File: src/acfa_config.svh
`ifndef ACFA_CONFIG_SVH
`define ACFA_CONFIG_SVH

// ------------------------------------------------------------
// peripheral address map, word addresses (byte address >> 1)
// ------------------------------------------------------------
`define ACFA_CHAL_BASE        14'h0C0   // challenge, byte 0x180
`define ACFA_META_BASE        14'h0D0   // metadata registers, byte 0x1a0
`define ACFA_MAC_BASE         14'h0D7   // mac, byte 0x1ae
`define ACFA_VRF_BASE         14'h0E8   // verifier response, byte 0x1d0

// region sizes
`define ACFA_CHAL_WORDS       16        // 256 bit challenge
`define ACFA_MAC_WORDS        16        // 256 bit mac
`define ACFA_META_WORDS       7         // ermin .. vrf_response
`define ACFA_VRF_BYTES        66        // full verifier response

// ------------------------------------------------------------
// status register reset values
// ------------------------------------------------------------
// recognisable patterns, visible before the slice monitor runs
`define ACFA_TOP_SLICE_RST    16'h00AA
`define ACFA_BOTTOM_SLICE_RST 16'h00BB

`endif
File: src/acfa_status_pkg.sv
package acfa_status_pkg;

    // log state codes, reported to the verifier
    typedef enum logic [15:0] {
        LOG_RESET      = 16'h00CC,  // no report yet
        LOG_SLICE_DONE = 16'h0001,  // slice flushed or er finished
        LOG_FULL       = 16'h0002,  // log memory filled up
        LOG_FULL_SLICE = 16'h0003   // both at once
    } log_state_e;

    // verifier response codes
    typedef enum logic [15:0] {
        RESP_RESET    = 16'h00DD,  // nothing seen since reset
        RESP_CLEAR    = 16'h0000,  // waiting on the verifier
        RESP_RECEIVED = 16'h0001   // response buffer filled
    } vrf_resp_e;

endpackage

File: src/acfa_map_pkg.sv
package acfa_map_pkg;

`include "acfa_config.svh"

    // ------------------------------------------------------------
    // metadata registers, in address order
    // ------------------------------------------------------------
    typedef enum logic [2:0] {
        REG_ERMIN        = 3'd0,  // executable region start
        REG_ERMAX        = 3'd1,  // executable region end
        REG_LOG_PTR      = 3'd2,  // control flow log pointer
        REG_TOP_SLICE    = 3'd3,
        REG_BOTTOM_SLICE = 3'd4,
        REG_LOG_STATE    = 3'd5,  // why the report was started
        REG_VRF_RESPONSE = 3'd6   // verifier answered
    } meta_reg_e;

    // report image regions, in transmit order
    typedef enum logic [1:0] {
        TX_MAC,
        TX_CHAL,
        TX_META,
        TX_NONE   // past the end of the image
    } tx_region_e;

    // region start indices within the report image
    localparam logic [15:0] TX_CHAL_START = 16'(`ACFA_MAC_WORDS);
    localparam logic [15:0] TX_META_START = 16'(`ACFA_MAC_WORDS + `ACFA_CHAL_WORDS);
    localparam logic [15:0] TX_END =
        16'(`ACFA_MAC_WORDS + `ACFA_CHAL_WORDS + `ACFA_META_WORDS);

endpackage

File: src/acfa_memory.sv
`timescale 1ns/1ps
`include "acfa_config.svh"

module acfa_memory (
    input  logic        mclk,
    input  logic        puc_rst,
    // peripheral bus
    input  logic [13:0] per_addr,
    input  logic [15:0] per_din,
    input  logic        per_en,
    input  logic [1:0]  per_we,
    output logic [15:0] per_dout,
    // status inputs
    input  logic        cm_uart_continue,
    input  logic        entered_tcb,
    input  logic        boot_done,
    input  logic        flush_log,
    input  logic        flush_slice,
    input  logic        er_done,
    input  logic [15:0] top_slice,
    input  logic [15:0] bottom_slice,
    input  logic [15:0] cflow_logs_ptr_din,
    // uart receive and transmit
    input  logic        rx_done,
    input  logic [7:0]  rx_data_out,
    input  logic [15:0] read_idx,
    output logic [15:0] read_val,
    output logic [15:0] vrfmem_write_out,
    output logic        vrf_resp_irq,
    // status outputs
    output logic [15:0] er_min,
    output logic [15:0] er_max,
    output logic [15:0] vrf_response_out,
    output logic [15:0] log_state_out
);
    import acfa_map_pkg::*;

    logic [15:0] meta_rd, chal_rd, mac_rd, vrf_rd;   // bus read per region
    logic [15:0] meta_hw, chal_hw, mac_hw;           // transmit read per region
    meta_reg_e   meta_idx;
    logic [3:0]  word_idx;
    logic        full_level;

    // ------------------------------------------------------------
    // regions
    // ------------------------------------------------------------
    acfa_meta_regs meta_regs (
        .mclk, .puc_rst, .per_en, .per_addr, .per_we, .per_din,
        .entered_tcb, .cm_uart_continue, .cflow_logs_ptr_din,
        .top_slice, .bottom_slice, .flush_log, .flush_slice, .er_done,
        .full_level, .hw_idx(meta_idx), .rd_data(meta_rd), .hw_data(meta_hw),
        .er_min, .er_max, .log_state_out, .vrf_response_out
    );

    acfa_word_mem #(.base_addr(`ACFA_CHAL_BASE), .words(`ACFA_CHAL_WORDS)) chal_mem (
        .mclk, .per_en, .per_addr, .per_we, .per_din,
        .hw_idx(word_idx), .rd_data(chal_rd), .hw_data(chal_hw)
    );

    acfa_word_mem #(.base_addr(`ACFA_MAC_BASE), .words(`ACFA_MAC_WORDS)) mac_mem (
        .mclk, .per_en, .per_addr, .per_we, .per_din,
        .hw_idx(word_idx), .rd_data(mac_rd), .hw_data(mac_hw)
    );

    acfa_vrf_mem vrf_mem (
        .mclk, .puc_rst, .per_en, .per_addr, .per_we, .rx_done, .rx_data_out,
        .boot_done, .flush_log, .flush_slice, .rd_data(vrf_rd),
        .vrfmem_write_out, .full_level, .vrf_resp_irq
    );

    // bus data combine and transmit index decode
    acfa_read_mux read_mux (
        .read_idx, .meta_rd, .chal_rd, .mac_rd, .vrf_rd,
        .meta_hw, .chal_hw, .mac_hw, .per_dout, .read_val, .meta_idx, .word_idx
    );

endmodule

File: src/acfa_read_mux.sv
`timescale 1ns/1ps

module acfa_read_mux (
    input  logic [15:0]             read_idx,   // word index into the report
    input  logic [15:0]             meta_rd,
    input  logic [15:0]             chal_rd,
    input  logic [15:0]             mac_rd,
    input  logic [15:0]             vrf_rd,
    input  logic [15:0]             meta_hw,
    input  logic [15:0]             chal_hw,
    input  logic [15:0]             mac_hw,
    output logic [15:0]             per_dout,
    output logic [15:0]             read_val,
    output acfa_map_pkg::meta_reg_e meta_idx,
    output logic [3:0]              word_idx   // shared by chal and mac
);
    import acfa_map_pkg::*;

    tx_region_e  region;
    logic [15:0] local_idx;

    // unselected regions drive zero, so a plain or is enough
    assign per_dout = meta_rd | chal_rd | mac_rd | vrf_rd;

    // ------------------------------------------------------------
    // report image order is mac, challenge, metadata
    // ------------------------------------------------------------
    always_comb
    begin
        region    = TX_NONE;
        local_idx = '0;
        if (read_idx < TX_CHAL_START)
        begin
            region    = TX_MAC;
            local_idx = read_idx;
        end
        else if (read_idx < TX_META_START)
        begin
            region    = TX_CHAL;
            local_idx = read_idx - TX_CHAL_START;
        end
        else if (read_idx < TX_END)
        begin
            region    = TX_META;
            local_idx = read_idx - TX_META_START;
        end
    end

    assign word_idx = local_idx[3:0];
    assign meta_idx = meta_reg_e'(local_idx[2:0]);

    always_comb
    begin
        case (region)
            TX_MAC:  read_val = mac_hw;
            TX_CHAL: read_val = chal_hw;
            TX_META: read_val = meta_hw;
            default: read_val = '0;   // beyond the image
        endcase
    end

endmodule

File: src/acfa_vrf_mem.sv
`timescale 1ns/1ps
`include "acfa_config.svh"

module acfa_vrf_mem (
    input  logic        mclk,
    input  logic        puc_rst,
    input  logic        per_en,
    input  logic [13:0] per_addr,
    input  logic [1:0]  per_we,
    input  logic        rx_done,          // one byte received
    input  logic [7:0]  rx_data_out,
    input  logic        boot_done,
    input  logic        flush_log,
    input  logic        flush_slice,
    output logic [15:0] rd_data,
    output logic [15:0] vrfmem_write_out,  // bytes received so far
    output logic        full_level,
    output logic        vrf_resp_irq
);

    localparam int vrf_words = `ACFA_VRF_BYTES / 2;

    logic [7:0]  mem [0:`ACFA_VRF_BYTES-1];
    logic [15:0] byte_cnt;
    logic        rx_accept;
    logic        full_q;

    // ------------------------------------------------------------
    // uart side stores bytes in arrival order
    // ------------------------------------------------------------
    assign rx_accept = rx_done && (byte_cnt < `ACFA_VRF_BYTES);   // drop when full

    always_ff @(posedge mclk)
    begin
        if (rx_accept)
            mem[byte_cnt[6:0]] <= rx_data_out;
    end

    always_ff @(posedge mclk or posedge puc_rst)
    begin
        if (puc_rst)
            byte_cnt <= '0;
        else if (flush_log || flush_slice)
            byte_cnt <= '0;                // a new report starts over
        else if (rx_accept)
            byte_cnt <= byte_cnt + 16'd1;
    end

    assign vrfmem_write_out = byte_cnt;

    // ------------------------------------------------------------
    // bus read puts the even byte in the low half
    // ------------------------------------------------------------
    logic        vrf_sel;
    logic [13:0] vrf_off;
    logic [5:0]  vrf_word;

    assign vrf_sel  = per_en && !(|per_we) && (per_addr >= `ACFA_VRF_BASE)
                      && (per_addr < `ACFA_VRF_BASE + vrf_words);
    assign vrf_off  = per_addr - `ACFA_VRF_BASE;
    assign vrf_word = vrf_off[5:0];
    assign rd_data  = vrf_sel ? {mem[{vrf_word, 1'b1}], mem[{vrf_word, 1'b0}]} : '0;

    // ------------------------------------------------------------
    // full level and interrupt
    // ------------------------------------------------------------
    // full once half the buffer has arrived
    assign full_level = boot_done && (byte_cnt >= vrf_words);

    always_ff @(posedge mclk or posedge puc_rst)
    begin
        if (puc_rst)
        begin
            full_q       <= 1'b0;
            vrf_resp_irq <= 1'b0;
        end
        else
        begin
            full_q       <= full_level;
            vrf_resp_irq <= full_level && !full_q;   // rising edge only
        end
    end

    a_cnt_bound: assert property (@(posedge mclk) disable iff (puc_rst)
        byte_cnt <= `ACFA_VRF_BYTES);
    a_irq_single: assert property (@(posedge mclk) disable iff (puc_rst)
        vrf_resp_irq |=> !vrf_resp_irq);

endmodule

File: src/acfa_word_mem.sv
`timescale 1ns/1ps

module acfa_word_mem #(
    parameter logic [13:0] base_addr = 14'h0,   // word address of the window
    parameter int          words     = 16
) (
    input  logic        mclk,
    input  logic        per_en,
    input  logic [13:0] per_addr,
    input  logic [1:0]  per_we,      // one bit per byte lane
    input  logic [15:0] per_din,
    input  logic [3:0]  hw_idx,      // transmit side index
    output logic [15:0] rd_data,
    output logic [15:0] hw_data
);

    localparam int aw = $clog2(words);

    logic [15:0]   mem [0:words-1];
    logic          mem_sel;
    logic [13:0]   mem_off;
    logic [aw-1:0] mem_idx;

    // ------------------------------------------------------------
    // window decode
    // ------------------------------------------------------------
    assign mem_sel = per_en && (per_addr >= base_addr)
                     && (per_addr < base_addr + words);
    assign mem_off = per_addr - base_addr;
    assign mem_idx = mem_off[aw-1:0];

    // byte enabled write, contents undefined until written
    always_ff @(posedge mclk)
    begin
        if (mem_sel)
        begin
            if (per_we[0])
                mem[mem_idx][7:0]  <= per_din[7:0];    // low byte
            if (per_we[1])
                mem[mem_idx][15:8] <= per_din[15:8];   // high byte
        end
    end

    // both read ports combinational
    assign rd_data = (mem_sel && !(|per_we)) ? mem[mem_idx] : '0;
    assign hw_data = mem[hw_idx[aw-1:0]];

endmodule

File: src/acfa_meta_regs.sv
`timescale 1ns/1ps
`include "acfa_config.svh"

module acfa_meta_regs (
    input  logic                    mclk,
    input  logic                    puc_rst,
    input  logic                    per_en,
    input  logic [13:0]             per_addr,
    input  logic [1:0]              per_we,
    input  logic [15:0]             per_din,
    input  logic                    entered_tcb,        // inside the trusted code
    input  logic                    cm_uart_continue,   // log is being sent
    input  logic [15:0]             cflow_logs_ptr_din,
    input  logic [15:0]             top_slice,
    input  logic [15:0]             bottom_slice,
    input  logic                    flush_log,
    input  logic                    flush_slice,
    input  logic                    er_done,
    input  logic                    full_level,         // response buffer full
    input  acfa_map_pkg::meta_reg_e hw_idx,
    output logic [15:0]             rd_data,
    output logic [15:0]             hw_data,
    output logic [15:0]             er_min,
    output logic [15:0]             er_max,
    output logic [15:0]             log_state_out,
    output logic [15:0]             vrf_response_out
);
    import acfa_map_pkg::*;
    import acfa_status_pkg::*;

    // ------------------------------------------------------------
    // address decode
    // ------------------------------------------------------------
    logic        reg_sel;
    logic [13:0] reg_off;
    meta_reg_e   reg_idx;
    logic        reg_wr;
    logic        reg_rd;

    assign reg_sel = per_en && (per_addr >= `ACFA_META_BASE)
                     && (per_addr < `ACFA_META_BASE + `ACFA_META_WORDS);
    assign reg_off = per_addr - `ACFA_META_BASE;
    assign reg_idx = meta_reg_e'(reg_off[2:0]);
    assign reg_wr  = reg_sel && (|per_we);   // whole word, no byte lanes
    assign reg_rd  = reg_sel && !(|per_we);

    // ------------------------------------------------------------
    // registers
    // ------------------------------------------------------------
    logic [15:0] er_min_q, er_max_q, log_ptr_q;
    logic [15:0] top_slice_q, bottom_slice_q;
    logic [15:0] log_state_q, vrf_response_q;

    always_ff @(posedge mclk or posedge puc_rst)
    begin
        if (puc_rst)
        begin
            er_min_q       <= '0;
            er_max_q       <= '0;
            log_ptr_q      <= '0;
            top_slice_q    <= `ACFA_TOP_SLICE_RST;
            bottom_slice_q <= `ACFA_BOTTOM_SLICE_RST;
            log_state_q    <= LOG_RESET;
            vrf_response_q <= RESP_RESET;
        end
        else
        begin
            if (reg_wr && reg_idx == REG_ERMIN) er_min_q <= per_din;
            if (reg_wr && reg_idx == REG_ERMAX) er_max_q <= per_din;
            if (entered_tcb && !cm_uart_continue)
                log_ptr_q <= cflow_logs_ptr_din;    // frozen while sending
            top_slice_q    <= top_slice;            // plain copy each cycle
            bottom_slice_q <= bottom_slice;
            // report cause, both flushes win
            if (flush_log && flush_slice)   log_state_q <= LOG_FULL_SLICE;
            else if (flush_log)             log_state_q <= LOG_FULL;
            else if (flush_slice || er_done) log_state_q <= LOG_SLICE_DONE;
            // trusted code may overwrite, a new report clears
            if (reg_wr && reg_idx == REG_VRF_RESPONSE) vrf_response_q <= per_din;
            else if (flush_log || flush_slice)        vrf_response_q <= RESP_CLEAR;
            else if (full_level)                      vrf_response_q <= RESP_RECEIVED;
        end
    end

    // ------------------------------------------------------------
    // read out, same mux for bus and transmit port
    // ------------------------------------------------------------
    function automatic logic [15:0] reg_value(input meta_reg_e idx);
        case (idx)
            REG_ERMIN:        return er_min_q;
            REG_ERMAX:        return er_max_q;
            REG_LOG_PTR:      return log_ptr_q;
            REG_TOP_SLICE:    return top_slice_q;
            REG_BOTTOM_SLICE: return bottom_slice_q;
            REG_LOG_STATE:    return log_state_q;
            REG_VRF_RESPONSE: return vrf_response_q;
            default:          return '0;   // hole at index 7
        endcase
    endfunction

    assign rd_data          = reg_rd ? reg_value(reg_idx) : '0;
    assign hw_data          = reg_value(hw_idx);
    assign er_min           = er_min_q;
    assign er_max           = er_max_q;
    assign log_state_out    = log_state_q;
    assign vrf_response_out = vrf_response_q;

    // log_state only ever carries a defined code
    a_log_state_legal: assert property (@(posedge mclk) disable iff (puc_rst)
        log_state_q inside {LOG_RESET, LOG_SLICE_DONE, LOG_FULL, LOG_FULL_SLICE});

endmodule

File: config.mk
export PLATFORM = sky130hd
export DESIGN_NAME = acfa_memory
export DESIGN_NICKNAME = d
export VERILOG_FILES = /design/src/acfa_status_pkg.sv /design/src/acfa_map_pkg.sv /design/src/acfa_memory.sv /design/src/acfa_read_mux.sv /design/src/acfa_vrf_mem.sv /design/src/acfa_word_mem.sv /design/src/acfa_meta_regs.sv
export VERILOG_INCLUDE_DIRS = /design/src
export SDC_FILE = /design/constraint.sdc
export NUM_CORES = 2
export LEC_CHECK = 0
export BUFFER_PORTS_ARGS = -buffer_cell sky130_fd_sc_hd__buf_2
export CAP_MARGIN = 20
export CORE_UTILIZATION = 35
export CTS_BUF_LIST = sky130_fd_sc_hd__clkbuf_16
export CTS_CLUSTER_DIAMETER = 150
export CTS_CLUSTER_SIZE = 12
export DETAILED_ROUTE_END_ITERATION = 6
export REMOVE_ABC_BUFFERS = 1
export SETUP_SLACK_MARGIN = 0.02
export SLEW_MARGIN = 5
export SYNTH_ARGS = -nofsm -noshare
export SYNTH_HDL_FRONTEND = slang
export SYNTH_HIERARCHICAL = 1
export SYNTH_SLANG_ARGS = --single-unit
File: constraint.sdc
create_clock -name mclk -period 7.5 [get_ports mclk]
set_input_delay 0.375 -clock mclk [delete_from_list [all_inputs] [get_ports mclk]]
set_output_delay 0.375 -clock mclk [all_outputs]
set_load 0.1 [all_outputs]
==> flow_summary_export.csv <==
group,metric,value,unit
power_and_ir_drop,clkPwrFrac,38.5,%
cells_and_area,final_core_util,40.07,%
synthesis,ys_seq_area_share,66.11,%
cts,numCtsBuffers,107,
grt,antenna_found_initial,5,
setup_path,cp_num_buf_inv,3,
timing,setup_viol,0,
die,ios,227,
grt,grt_overflow,0,
placement,port_buffers,216,
synthesis,synth-seq-cells,1157,
timing,hold_viol,0,
grt,grt_max_degree,88,
power_and_ir_drop,switching_power,2.895,mW
timing,min_period,5.070,ns
grt,grt_pass1_wl,216300,um
hold_path,hold_class,"in2reg",
power_and_ir_drop,power.density,219.1,nW/um2
power_and_ir_drop,vdd_drop_max,0.1684,mV
cells_and_area,area_delta_synth_final,13.21,%
cts,cts_root_buffer,"clkbuf_16",
setup_path,critical_path_arrival,4.70,ns
timing,slew-limit-headroom,15.18,%
timing,clock.fmax,197.2,MHz
power_and_ir_drop,power,12.83,mW
drt,via_count,29914,
drt,vias_per_cell,5.870,
setup_path,critPathCaptureType,"primary output",
synthesis,synth.avg_cell_area,18.14,um2
cts,cts_tree,"yes",
timing,rsz0062_at_grt,"false",
cells_and_area,final_common_cell,"edfxtp_1",
cts,cts_htree_levels,3,
cts,clk_latency,0.72,ns
timing,period_share,67.60,%
cts,cts_hold_buffers,55,
outcome,status,"finished, final reports clean",
timing,maxSlewViolCount,0,
job,cap_violations,0,
placement,gp_congestion,0.8580,
cts,cts_sinks,1157,
cts,clk_path_buf_depth,3,
drt,first_iter_violations,3858,
synthesis,synth_area,51700,um2
drt,ant_nets,0,
drt,wl,152800,um
cts,post-cts-setup-buffer-count,0,
grt,met2_usage,30.57,%
drt,wl_per_cell,29.99,um
drt,drc_errors,0,
cells_and_area,layout-drive-gt1-share,27.87,%
cts,clk_pin_slew,0.06,ns
setup_path,crit_family,"buffers and inverters",
cells_and_area,nNetsFinal,3225,
setup_path,slowest_delay,0.76,ns
die,die_area,149300,um2
power_and_ir_drop,pwr-share-seq,55.3,%
setup_path,crit_fanout,62,
placement,hpwlAfterDp,97550,um
drt,dr.pass1.iters,5,
timing,finalClockSkew,0.04264,ns
synthesis,syn_inst,2850,
hold_path,worst_hold_path.num_cells,3,
power_and_ir_drop,internal-power,9.930,mW
synthesis,synth_edf_count,1040,
setup_path,path_depth,9,
setup_path,crit_path_start_kind,"input pin",
die,start_util,35.39,%
synthesis,yosys_warnings,6,
setup_path,worst-setup-path-type,"in2out",
grt,grt_most_used_layer,"met2",
synthesis,yosys_most_used_dff,"edfxtp_1",
cts,cts_resized,0,
die,die_w,386.3,um
die,die_h,386.3,um
grt,grt_use_met1,28.72,%
power_and_ir_drop,comb_power_share,6.3,%
setup_path,reg2regPathDepth,5,
power_and_ir_drop,power.leakage,19.69,nW
grt,grt_pass1_vias,29458,
grt,track_usage,20.30,%
setup_path,crit_chain,"buf_8 > buf_4 > o31ai_1 > and3_1 > o211ai_1 > nand2b_1 > o2bb2ai_1 > or4_1 > buf_2",
cells_and_area,most-common-layout-cells,"edfxtp_1, mux4_2, mux2i_1, buf_2, nor2_1",
power_and_ir_drop,switching_share,22.58,%
synthesis,synthArstFlopShare,10.11,%
grt,grtUsageMet3,5.470,%
die,fp.coreArea,146100,um2
synthesis,synth_cell_types,89,
die,rows,140,
timing,tightestPinTransition,1.261,ns
setup_path,worstPathRequired,7.12,ns
timing,tns,0,ns
setup_path,crit_slowest_cell,"buf_4",
[worst paths after layout]
path | start | to | slack, ns
min in group asynchronous | puc_rst | meta_regs/bottom_slice_q[2] | 0.33
max in group asynchronous | puc_rst | meta_regs/bottom_slice_q[14] | 5.91
max | per_addr[0] | per_dout[4] | 2.43
max reg2reg | vrf_mem/vrfmem_write_out[4] | vrf_mem/mem[37][0] | 3.75
min reg2reg | vrf_mem/full_q | vrf_mem/vrf_resp_irq | 0.39
min | flush_slice | meta_regs/log_state_out[1] | 0.06
[kinds of logic (layout without fill, tap and decap cells)]
family / after synthesis / after routing / share of synthesized area, %
xor gates and xnor gates: 3 / 3 / 0.05083
other: 1 / 14 / 0.007253
DFF: 1157 / 1157 / 66.11
muxes: 640 / 640 / 21.46
and+or+nand+nor: 447 / 447 / 4.605
buffers and inverters: 252 / 568 / 2.432
adders and majority gates: 9 / 9 / 0.2178
AOI/OAI and AO/OA: 341 / 341 / 5.114
[power by group through the flow]
| stage | combinational [mW] | clock, mW | sequential (mW) |
|---|---|---|---|
| floorplan | 0.383 | 0 | 7.21 |
| global placement | 0.772 | 0 | 7.22 |
| detailed placement | 0.778 | 0 | 7.22 |
| CTS | 0.801 | 5.02 | 7.09 |
| global route | 0.850 | 5.27 | 7.09 |
| finish | 0.803 | 4.94 | 7.09 |
[through the flow]
stage                     cells  hold slack, ns  instance area (um2)  worst slack (ns)
after detailed placement   4846          0.3864                54820             2.373
after global routing       5093         0.04276                58520             2.310
after global placement     4831          0.3821                54670             2.312
final                      5096         0.06293                58530             2.430
after CTS                  5083        0.003198                58420             2.365
after floorplan            2639          0.3136                50600            -15.31
[synthesized netlist by cell type, drive strengths merged (35+ instances only)]
| master | number | area share [%] |
|---|---|---|
| edfxtp | 1040 | 60 |
| mux4 | 352 | 16 |
| mux2i | 214 | 4.2 |
| nor2 | 158 | 1.1 |
| buf | 129 | 1.5 |
| dfrtp | 100 | 4.8 |
| a221oi | 95 | 1.6 |
| clkbuf | 90 | 0.66 |
| nand2 | 84 | 0.61 |
| mux2 | 74 | 1.8 |
| a21oi | 56 | 0.55 |
| a22oi | 52 | 0.76 |
| o22ai | 52 | 0.76 |
| nor3 | 35 | 0.34 |
[state kept, by name, summed over array words and instances (netlist names), 3 cells and up]
register / flops
vrf_mem/mem: 528
chal_mem/mem: 256
mac_mem/mem: 256
meta_regs/bottom_slice_q: 16
meta_regs/er_max: 16
meta_regs/er_min: 16
meta_regs/log_ptr_q: 16
meta_regs/top_slice_q: 16
meta_regs/vrf_response_out: 16
vrf_mem/vrfmem_write_out: 16
meta_regs/log_state_out: 3
[routing by layer]
metal  vias up  wire, um  share of wire [%]
met4         0      4380                2.9
li1      12361         -                  -
met3       216     14890                9.7
met5         -         0                  0
met2      1443     68760                 45
met1     15894     64780                 42
[tightest hold or removal path, cell delays in order]
cell    delay [ns]
buf_2         0.15
nor2_1        0.11
a21o_1        0.11
[area by class of cell]
cell class,instances,area (um2)
multi-input cells,1450,16360
clock inverters,74,340.3
clock buffers,108,2703
fillers,13171,87560
inverters,32,122.6
diodes,4,10.01
repair buffers,354,2420
flip-flops and latches,1157,34180
well taps,1917,2399
(Power assumes the default switching activity.)
